==> config.mk <==
export PLATFORM = sky130hd
export DESIGN_NAME = rv32_core
export DESIGN_NICKNAME = d
export VERILOG_FILES = /design/src/design/core_pkg.sv /design/src/design/rv_isa_pkg.sv /design/src/design/rv32_core.sv /design/src/design/execute_unit.sv /design/src/design/regfile.sv /design/src/design/decoder.sv /design/src/design/fetch_unit.sv /design/src/design/alu.sv
export SDC_FILE = /design/constraint.sdc
export NUM_CORES = 2
export LEC_CHECK = 0
export BUFFER_PORTS_ARGS = -buffer_cell sky130_fd_sc_hd__buf_2
export CORE_ASPECT_RATIO = 1.1
export CORE_MARGIN = 1
export CORE_UTILIZATION = 25
export CTS_BUF_LIST = sky130_fd_sc_hd__clkbuf_16
export CTS_CLUSTER_SIZE = 20
export DETAILED_ROUTE_END_ITERATION = 16
export GPL_ROUTABILITY_DRIVEN = 0
export GPL_TIMING_DRIVEN = 1
export PLACE_DENSITY = 0.46
export SLEW_MARGIN = 0
export SYNTH_ARGS = -nofsm -noshare
export SYNTH_HDL_FRONTEND = slang
export SYNTH_SLANG_ARGS = --single-unit
==> constraint.sdc <==
create_clock -name clk -period 12.3 [get_ports clk]
set_clock_uncertainty 0.1 [all_clocks]
set_input_delay 0.615 -clock clk [delete_from_list [all_inputs] [get_ports clk]]
set_output_delay 0.615 -clock clk [all_outputs]
set_load 0.005 [all_outputs]
==> src/design/core_pkg.sv <==
package core_pkg;

    localparam int XLEN       = 32;
    localparam int REG_ADDR_W = 5;

    // instruction kinds after decode
    localparam int KIND_W = 3;
    localparam logic [KIND_W-1:0] KIND_NONE   = 3'd0; // unsupported, no effect
    localparam logic [KIND_W-1:0] KIND_OP     = 3'd1;
    localparam logic [KIND_W-1:0] KIND_OP_IMM = 3'd2;
    localparam logic [KIND_W-1:0] KIND_LUI    = 3'd3;
    localparam logic [KIND_W-1:0] KIND_AUIPC  = 3'd4;
    localparam logic [KIND_W-1:0] KIND_JAL    = 3'd5;
    localparam logic [KIND_W-1:0] KIND_JALR   = 3'd6;
    localparam logic [KIND_W-1:0] KIND_BRANCH = 3'd7;

    // alu operations
    localparam int ALU_OP_W = 4;
    localparam logic [ALU_OP_W-1:0] ALU_ADD  = 4'd0;
    localparam logic [ALU_OP_W-1:0] ALU_SUB  = 4'd1;
    localparam logic [ALU_OP_W-1:0] ALU_SLL  = 4'd2;
    localparam logic [ALU_OP_W-1:0] ALU_SLT  = 4'd3;
    localparam logic [ALU_OP_W-1:0] ALU_SLTU = 4'd4;
    localparam logic [ALU_OP_W-1:0] ALU_XOR  = 4'd5;
    localparam logic [ALU_OP_W-1:0] ALU_SRL  = 4'd6;
    localparam logic [ALU_OP_W-1:0] ALU_SRA  = 4'd7;
    localparam logic [ALU_OP_W-1:0] ALU_OR   = 4'd8;
    localparam logic [ALU_OP_W-1:0] ALU_AND  = 4'd9;

endpackage

==> src/design/rv_isa_pkg.sv <==
package rv_isa_pkg;

    // base opcodes kept by this core
    localparam logic [6:0] OPC_OP     = 7'b0110011;
    localparam logic [6:0] OPC_OP_IMM = 7'b0010011;
    localparam logic [6:0] OPC_LUI    = 7'b0110111;
    localparam logic [6:0] OPC_AUIPC  = 7'b0010111;
    localparam logic [6:0] OPC_JAL    = 7'b1101111;
    localparam logic [6:0] OPC_JALR   = 7'b1100111;
    localparam logic [6:0] OPC_BRANCH = 7'b1100011;

    // branch conditions in funct3
    localparam logic [2:0] F3_BEQ  = 3'b000;
    localparam logic [2:0] F3_BNE  = 3'b001;
    localparam logic [2:0] F3_BLT  = 3'b100;
    localparam logic [2:0] F3_BGE  = 3'b101;
    localparam logic [2:0] F3_BLTU = 3'b110;
    localparam logic [2:0] F3_BGEU = 3'b111;

    localparam logic [6:0] F7_ALT = 7'b0100000; // sub / sra / srai

    // one instruction word, read through each base format
    typedef union packed {
        logic [31:0] raw;
        struct packed {
            logic [6:0] funct7;
            logic [4:0] rs2;
            logic [4:0] rs1;
            logic [2:0] funct3;
            logic [4:0] rd;
            logic [6:0] opcode;
        } r;
        struct packed {
            logic [11:0] imm_11_0;
            logic [4:0]  rs1;
            logic [2:0]  funct3;
            logic [4:0]  rd;
            logic [6:0]  opcode;
        } i;
        struct packed {
            logic       imm_12;
            logic [5:0] imm_10_5;
            logic [4:0] rs2;
            logic [4:0] rs1;
            logic [2:0] funct3;
            logic [3:0] imm_4_1;
            logic       imm_11;
            logic [6:0] opcode;
        } b;
        struct packed {
            logic [19:0] imm_31_12;
            logic [4:0]  rd;
            logic [6:0]  opcode;
        } u;
        struct packed {
            logic       imm_20;
            logic [9:0] imm_10_1;
            logic       imm_11;
            logic [7:0] imm_19_12;
            logic [4:0] rd;
            logic [6:0] opcode;
        } j;
    } inst_word_u;

endpackage
==> src/design/rv32_core.sv <==
`timescale 1ns/1ps

module rv32_core
    import core_pkg::*;
#(
    parameter logic [XLEN-1:0] RESET_PC = 32'h8000_0000
) (
    input  logic                  clk,
    input  logic                  reset,
    input  logic [XLEN-1:0]       inst,
    output logic [XLEN-1:0]       pc,
    output logic                  wb_en,
    output logic [REG_ADDR_W-1:0] wb_addr,
    output logic [XLEN-1:0]       wb_data
);
    logic [XLEN-1:0]       snpc;
    logic                  jump_en;
    logic [XLEN-1:0]       jump_target;
    logic [REG_ADDR_W-1:0] rs1;
    logic [REG_ADDR_W-1:0] rs2;
    logic                  rd_write;
    logic [KIND_W-1:0]     kind;
    logic [ALU_OP_W-1:0]   alu_op;
    logic [2:0]            funct3;
    logic [XLEN-1:0]       imm;
    logic [XLEN-1:0]       src1;
    logic [XLEN-1:0]       src2;

    fetch_unit #(
        .RESET_PC (RESET_PC)
    ) i_fetch_unit (
        .clk         (clk),
        .reset       (reset),
        .jump_en     (jump_en),
        .jump_target (jump_target),
        .pc          (pc),
        .snpc        (snpc)
    );

    decoder i_decoder (
        .inst     (inst),
        .rs1      (rs1),
        .rs2      (rs2),
        .rd       (wb_addr), // destination index goes straight out
        .rd_write (rd_write),
        .kind     (kind),
        .alu_op   (alu_op),
        .funct3   (funct3),
        .imm      (imm)
    );

    regfile i_regfile (
        .clk      (clk),
        .reset    (reset),
        .rd_write (rd_write),
        .waddr    (wb_addr),
        .wdata    (wb_data),
        .raddr1   (rs1),
        .raddr2   (rs2),
        .rdata1   (src1),
        .rdata2   (src2),
        .wb_en    (wb_en)
    );

    execute_unit i_execute_unit (
        .kind        (kind),
        .alu_op      (alu_op),
        .funct3      (funct3),
        .src1        (src1),
        .src2        (src2),
        .imm         (imm),
        .pc          (pc),
        .snpc        (snpc),
        .wb_value    (wb_data),
        .jump_en     (jump_en),
        .jump_target (jump_target)
    );

endmodule

==> src/design/execute_unit.sv <==
`timescale 1ns/1ps

module execute_unit
    import core_pkg::*, rv_isa_pkg::*;
(
    input  logic [KIND_W-1:0]   kind,
    input  logic [ALU_OP_W-1:0] alu_op,
    input  logic [2:0]          funct3,
    input  logic [XLEN-1:0]     src1,
    input  logic [XLEN-1:0]     src2,
    input  logic [XLEN-1:0]     imm,
    input  logic [XLEN-1:0]     pc,
    input  logic [XLEN-1:0]     snpc,
    output logic [XLEN-1:0]     wb_value,
    output logic                jump_en,
    output logic [XLEN-1:0]     jump_target
);
    logic [XLEN-1:0] alu_a;
    logic [XLEN-1:0] alu_b;
    logic [XLEN-1:0] alu_result;
    logic            taken; // branch condition holds

    alu i_alu (
        .a      (alu_a),
        .b      (alu_b),
        .op     (alu_op),
        .result (alu_result)
    );

    // operand selection
    always_comb begin
        case (kind)
            KIND_OP: begin
                alu_a = src1;
                alu_b = src2;
            end
            KIND_OP_IMM, KIND_JALR: begin
                alu_a = src1;
                alu_b = imm;
            end
            KIND_LUI: begin
                alu_a = '0;
                alu_b = imm;
            end
            default: begin // auipc, jal, branch
                alu_a = pc;
                alu_b = imm;
            end
        endcase
    end

    always_comb begin
        case (funct3)
            F3_BEQ:  taken = (src1 == src2);
            F3_BNE:  taken = (src1 != src2);
            F3_BLT:  taken = ($signed(src1) < $signed(src2));
            F3_BGE:  taken = ($signed(src1) >= $signed(src2));
            F3_BLTU: taken = (src1 < src2);
            F3_BGEU: taken = (src1 >= src2);
            default: taken = 1'b0; // reserved encodings fall through
        endcase
    end

    assign jump_en = (kind == KIND_JAL) || (kind == KIND_JALR) ||
                     ((kind == KIND_BRANCH) && taken);

    // jalr target drops bit 0
    assign jump_target = (kind == KIND_JALR) ? {alu_result[XLEN-1:1], 1'b0} : alu_result;

    always_comb begin
        case (kind)
            KIND_JAL, KIND_JALR: wb_value = snpc; // link address
            KIND_OP, KIND_OP_IMM, KIND_LUI, KIND_AUIPC: wb_value = alu_result;
            default: wb_value = '0;
        endcase
    end

endmodule

==> src/design/regfile.sv <==
`timescale 1ns/1ps

module regfile
    import core_pkg::*;
(
    input  logic                  clk,
    input  logic                  reset,
    input  logic                  rd_write,
    input  logic [REG_ADDR_W-1:0] waddr,
    input  logic [XLEN-1:0]       wdata,
    input  logic [REG_ADDR_W-1:0] raddr1,
    input  logic [REG_ADDR_W-1:0] raddr2,
    output logic [XLEN-1:0]       rdata1,
    output logic [XLEN-1:0]       rdata2,
    output logic                  wb_en
);
    logic [XLEN-1:0] regs [2**REG_ADDR_W];

    // no writes while the core is held in reset
    assign wb_en = rd_write && !reset;

    always_ff @(posedge clk) begin
        if (wb_en) begin
            regs[waddr] <= wdata;
        end
    end

    // x0 is hardwired to zero
    assign rdata1 = (raddr1 == '0) ? '0 : regs[raddr1];
    assign rdata2 = (raddr2 == '0) ? '0 : regs[raddr2];

endmodule

==> src/design/decoder.sv <==
`timescale 1ns/1ps

module decoder
    import core_pkg::*, rv_isa_pkg::*;
(
    input  logic [XLEN-1:0]       inst,
    output logic [REG_ADDR_W-1:0] rs1,
    output logic [REG_ADDR_W-1:0] rs2,
    output logic [REG_ADDR_W-1:0] rd,
    output logic                  rd_write,
    output logic [KIND_W-1:0]     kind,
    output logic [ALU_OP_W-1:0]   alu_op,
    output logic [2:0]            funct3,
    output logic [XLEN-1:0]       imm
);
    inst_word_u iw;
    logic       writes_reg; // kind produces a register result

    assign iw     = inst;
    assign rs1    = iw.r.rs1;
    assign rs2    = iw.r.rs2;
    assign rd     = iw.r.rd;
    assign funct3 = iw.r.funct3;

    always_comb begin
        case (iw.r.opcode)
            OPC_OP:     kind = KIND_OP;
            OPC_OP_IMM: kind = KIND_OP_IMM;
            OPC_LUI:    kind = KIND_LUI;
            OPC_AUIPC:  kind = KIND_AUIPC;
            OPC_JAL:    kind = KIND_JAL;
            OPC_JALR:   kind = KIND_JALR;
            OPC_BRANCH: kind = KIND_BRANCH;
            default:    kind = KIND_NONE; // loads, stores, system...
        endcase
    end

    always_comb begin
        case (kind)
            KIND_OP_IMM, KIND_JALR: imm = {{20{iw.i.imm_11_0[11]}}, iw.i.imm_11_0};
            KIND_BRANCH: imm = {{19{iw.b.imm_12}}, iw.b.imm_12, iw.b.imm_11,
                                iw.b.imm_10_5, iw.b.imm_4_1, 1'b0};
            KIND_LUI, KIND_AUIPC: imm = {iw.u.imm_31_12, 12'b0};
            KIND_JAL: imm = {{11{iw.j.imm_20}}, iw.j.imm_20, iw.j.imm_19_12,
                             iw.j.imm_11, iw.j.imm_10_1, 1'b0};
            default: imm = '0;
        endcase
    end

    always_comb begin
        alu_op = ALU_ADD; // address sums and lui/auipc
        if (kind == KIND_OP || kind == KIND_OP_IMM) begin
            case (iw.r.funct3)
                3'b000: alu_op = (kind == KIND_OP && iw.r.funct7 == F7_ALT) ? ALU_SUB : ALU_ADD;
                3'b001: alu_op = ALU_SLL;
                3'b010: alu_op = ALU_SLT;
                3'b011: alu_op = ALU_SLTU;
                3'b100: alu_op = ALU_XOR;
                3'b101: alu_op = (iw.r.funct7 == F7_ALT) ? ALU_SRA : ALU_SRL; // srai shares bit 30
                3'b110: alu_op = ALU_OR;
                default: alu_op = ALU_AND;
            endcase
        end
    end

    assign writes_reg = (kind == KIND_OP) || (kind == KIND_OP_IMM) || (kind == KIND_LUI) ||
                        (kind == KIND_AUIPC) || (kind == KIND_JAL) || (kind == KIND_JALR);
    assign rd_write   = writes_reg && (iw.r.rd != '0); // x0 never written

endmodule

==> src/design/fetch_unit.sv <==
`timescale 1ns/1ps

module fetch_unit
    import core_pkg::*;
#(
    parameter logic [XLEN-1:0] RESET_PC = 32'h8000_0000
) (
    input  logic            clk,
    input  logic            reset,
    input  logic            jump_en,
    input  logic [XLEN-1:0] jump_target,
    output logic [XLEN-1:0] pc,
    output logic [XLEN-1:0] snpc
);
    logic [XLEN-1:0] dnpc; // pc of the next instruction

    assign snpc = pc + XLEN'(4);
    assign dnpc = jump_en ? jump_target : snpc;

    always_ff @(posedge clk) begin
        if (reset) begin
            pc <= RESET_PC; // reset vector
        end else begin
            pc <= dnpc;
        end
    end

endmodule

==> src/design/alu.sv <==
`timescale 1ns/1ps

module alu
    import core_pkg::*;
(
    input  logic [XLEN-1:0]     a,
    input  logic [XLEN-1:0]     b,
    input  logic [ALU_OP_W-1:0] op,
    output logic [XLEN-1:0]     result
);
    logic [4:0] shamt;

    assign shamt = b[4:0]; // only low five bits count

    always_comb begin
        case (op)
            ALU_ADD:  result = a + b;
            ALU_SUB:  result = a - b;
            ALU_SLL:  result = a << shamt;
            ALU_SLT:  result = {{(XLEN-1){1'b0}}, $signed(a) < $signed(b)};
            ALU_SLTU: result = {{(XLEN-1){1'b0}}, a < b};
            ALU_XOR:  result = a ^ b;
            ALU_SRL:  result = a >> shamt;
            ALU_SRA:  result = $unsigned($signed(a) >>> shamt); // keeps sign bit
            ALU_OR:   result = a | b;
            ALU_AND:  result = a & b;
            default:  result = '0;
        endcase
    end

endmodule

==> results.cfg <==
[outcome]
outcome = finished clean

[pwr]
p_per_area_nw_per_um2 = 117.8
peakVddDrop_v = 0.0001107
p_comb_frac = 0.108
p_int_mw = 6.053
p_leak_nw = 24.41
switchingPower_mw = 2.084
power.share.switching = 0.2561
finalPower_mw = 8.137
clockPowerShare = 0.412
power_frac_seq = 0.480

[grt]
met3_usage = 0.03424
grt-ovfl-total = 0
met1_usage = 0.2702
grt_max_degree = 103
grt_most_used_layer = met2
grtUsageMet2 = 0.3473
grt_antenna_before_repair = 11
grt_pass1_wl_um = 363100
grt_pass1_vias = 44170
track_usage = 0.2095

[place]
io_buffers = 103
place_ws_ns = 3.208
dpl_cell_area_um2 = 65460
dp_hpwl_um = 172900

[sta]
hold_viol = 0
relSlewSlack = 0.1375
rsz0062_at_grt = false
maxSlewViolCount = 0
tns_ns = 0
max_slew.worst_pin.slew_ns = 1.286
clock.fmax_ghz = 0.1074
setup_viol = 0
postLayoutSetupSlackWorst_ns = 2.988
finalCritPeriodShare = 0.7571
fin_crit_ns = 9.312

[routing]
first_pass_iters = 6
route.detailed.drc = 0
vias_per_cell = 5.778
dr.first_iter.drc_count = 5360
ant_nets = 0
wire_per_inst_um = 33.67
wl_um = 262700
route.vias.total = 45090

[worst_setup_path]
cp.arrival_ns = 8.60
crit_top_cell = buf_4
slowest_delay_ns = 0.83
crit_slowest_cell = a211oi_1
start_kind = input port
critical_path_class = input port to primary output
critPathMaxFanout = 72
required_ns = 11.59
path_cells = buf_4, buf_12, or3_2, o221ai_1, a221oi_1, o32a_1, buf_4, inv_2, ha_1, nand2b_1, or4_1, nand3_1, o211ai_1, a211o_1, a211oi_1, o21ai_0, a21oi_1, o221ai_1, a211oi_2, o21ai_2, buf_4, buf_2
cp-end-kind = primary output

[clocking]
clkSlewWorstSetupHoldPaths_ns = 0.07
hold_buffers = 0
cts_tree = built
clock_path_buffers = 3
post_cts_resized = 0
ctsRootBufferMaster = clkbuf_16
post_cts_buffers = 0
clock-sinks = 1056
cts_buffers = 113
htree_levels = 3
clk_latency_ns = 0.80

[worst_hold_path]
min_path_type = input port to flip-flop

[floorplan]
fp.coreArea_um2 = 241200
die_h_um = 518.6
io_pins = 104
fp-row-count = 189
start_util = 0.2514
die_w_um = 471.6
die-area_um2 = 244600

[cells_and_area]
nets = 4726
syn2layout_area_growth_pct = 13.86
fin_util = 0.2863
seq_area_um2 = 31390
multi_input_area_um2 = 27680
design_area_um2 = 69050
final_layout_size_suffix_gt1_frac = 0.2096
fillers = 24390

[logic_synthesis]
synth_area_um2 = 60640
synth_top_flop_cell = edfxtp_1
synth_largest_area_cell = edfxtp_1
synth_area_leaders = edfxtp_1 51%, mux4_2 13%, mux2i_1 7.0%
async_flop_share = 0
synth.top_cell.area_share = 0.5070
synth_edf_count = 1024
ys_warn_count = 0
yosysUniqueCellTypes = 105
syn_inst = 4503
synth-seq-cells = 1056
syn_avg_cell_area_um2 = 13.47
synth_seq_area_share = 0.5176

[job]
drv_cap = 0
[routing by layer]
metal  vias to the layer above  part of all wire  routed length, um
met3                       493             0.078              20560
met1                     23730              0.40             105000
met5                         -          0.000049                 13
li1                      18460                 -                  -
met4                         2             0.044              11540
met2                      2403              0.48             125600
[state kept, by name (all words and copies together), names as in the netlist]
| signal | cells |
|---|---|
| i_regfile.regs | 1024 |
| i_fetch_unit.pc | 32 |
[cells by family (layout without fill, tap and decap cells)]
family,after synthesis,count (layout),share of synthesized area
flops,1056,1056,0.5176
xor+xnor,36,36,0.005199
fa+ha+maj,133,133,0.02769
compound gates,1166,1166,0.1355
mux,848,848,0.2162
other cells,1,38,0.00006184
buf+inv,498,611,0.03856
simple gates,765,765,0.05923
[final cells by class]
type / instances / area share
Inverter: 136 / 0.007393
Timing Repair Buffer: 272 / 0.02798
Tap cell: 3151 / 0.05709
Antenna cell: 6 / 0.0002174
Clock inverter: 90 / 0.01089
Multi-Input combinational cell: 2980 / 0.4009
Clock buffer: 113 / 0.04095
Sequential cell: 1056 / 0.4546
[through the flow]
stage	hold WS, ns	instances
floorplan	0.4014	4534
global placement	0.4849	7595
detailed placement	0.4916	7595
CTS	0.4142	7798
global route	0.4777	7801
finish	0.4833	7804
[path summary, 6_finish.rpt]
kind                                             from                endpoint  slack, ns  depth (start not counted)
worst max-delay path                         inst[23]             wb_data[26]       2.99                         22
worst min-delay path                            reset      i_fetch_unit.pc[6]       0.48                          2
worst max register to register  i_regfile.regs[15][4]  i_regfile.regs[19][26]       4.91                         19
worst min register to register     i_fetch_unit.pc[1]      i_fetch_unit.pc[1]       0.50                          2
[Yosys cell counts (43+ instances only)]
| cell | number |
|---|---|
| nand2_1 | 214 |
| a21oi_1 | 213 |
| a22o_1 | 52 |
| o221ai_1 | 69 |
| a211oi_1 | 69 |
| mux4_2 | 363 |
| a21o_1 | 43 |
| buf_2 | 87 |
| ha_1 | 131 |
| o21ai_0 | 147 |
| edfxtp_1 | 1024 |
| nor2_1 | 230 |
| mux2_2 | 55 |
| a22oi_1 | 136 |
| buf_4 | 56 |
| o211ai_1 | 70 |
| clkbuf_1 | 171 |
| inv_1 | 131 |
| nand3_1 | 60 |
| nor3_1 | 84 |
| o22ai_1 | 64 |
| mux2i_1 | 426 |
[worst max-delay path, delay by kind of cell]
family,cells,cell delay [ns]
compound gates,11,3.79
buf+inv,6,1.99
simple gates,4,1.64
fa+ha+maj,1,0.39
[cell usage in the layout, fill, tap and decap left out, drive strengths merged, types with 113 or more instances in the layout]
cell / netlist / layout
edfxtp: 1024 / 1024
mux2i: 428 / 428
mux4: 363 / 363
buf: 189 / 272
nor2: 233 / 233
nand2: 214 / 214
a21oi: 214 / 214
inv: 135 / 171
o21ai: 171 / 171
a22oi: 136 / 136
ha: 131 / 131
clkbuf: 173 / 113
[power groups by stage]
stage               Combinational, mW  Sequential (mW)  Clock (mW)
detailed placement              0.855             3.98           0
CTS                             0.858             3.91        3.41
global placement                0.855             3.98           0
global route                    0.913             3.91        3.54
finish                          0.875             3.91        3.36
floorplan                       0.541             3.98           0
Note: power is estimated with default switching activity, not from simulation.
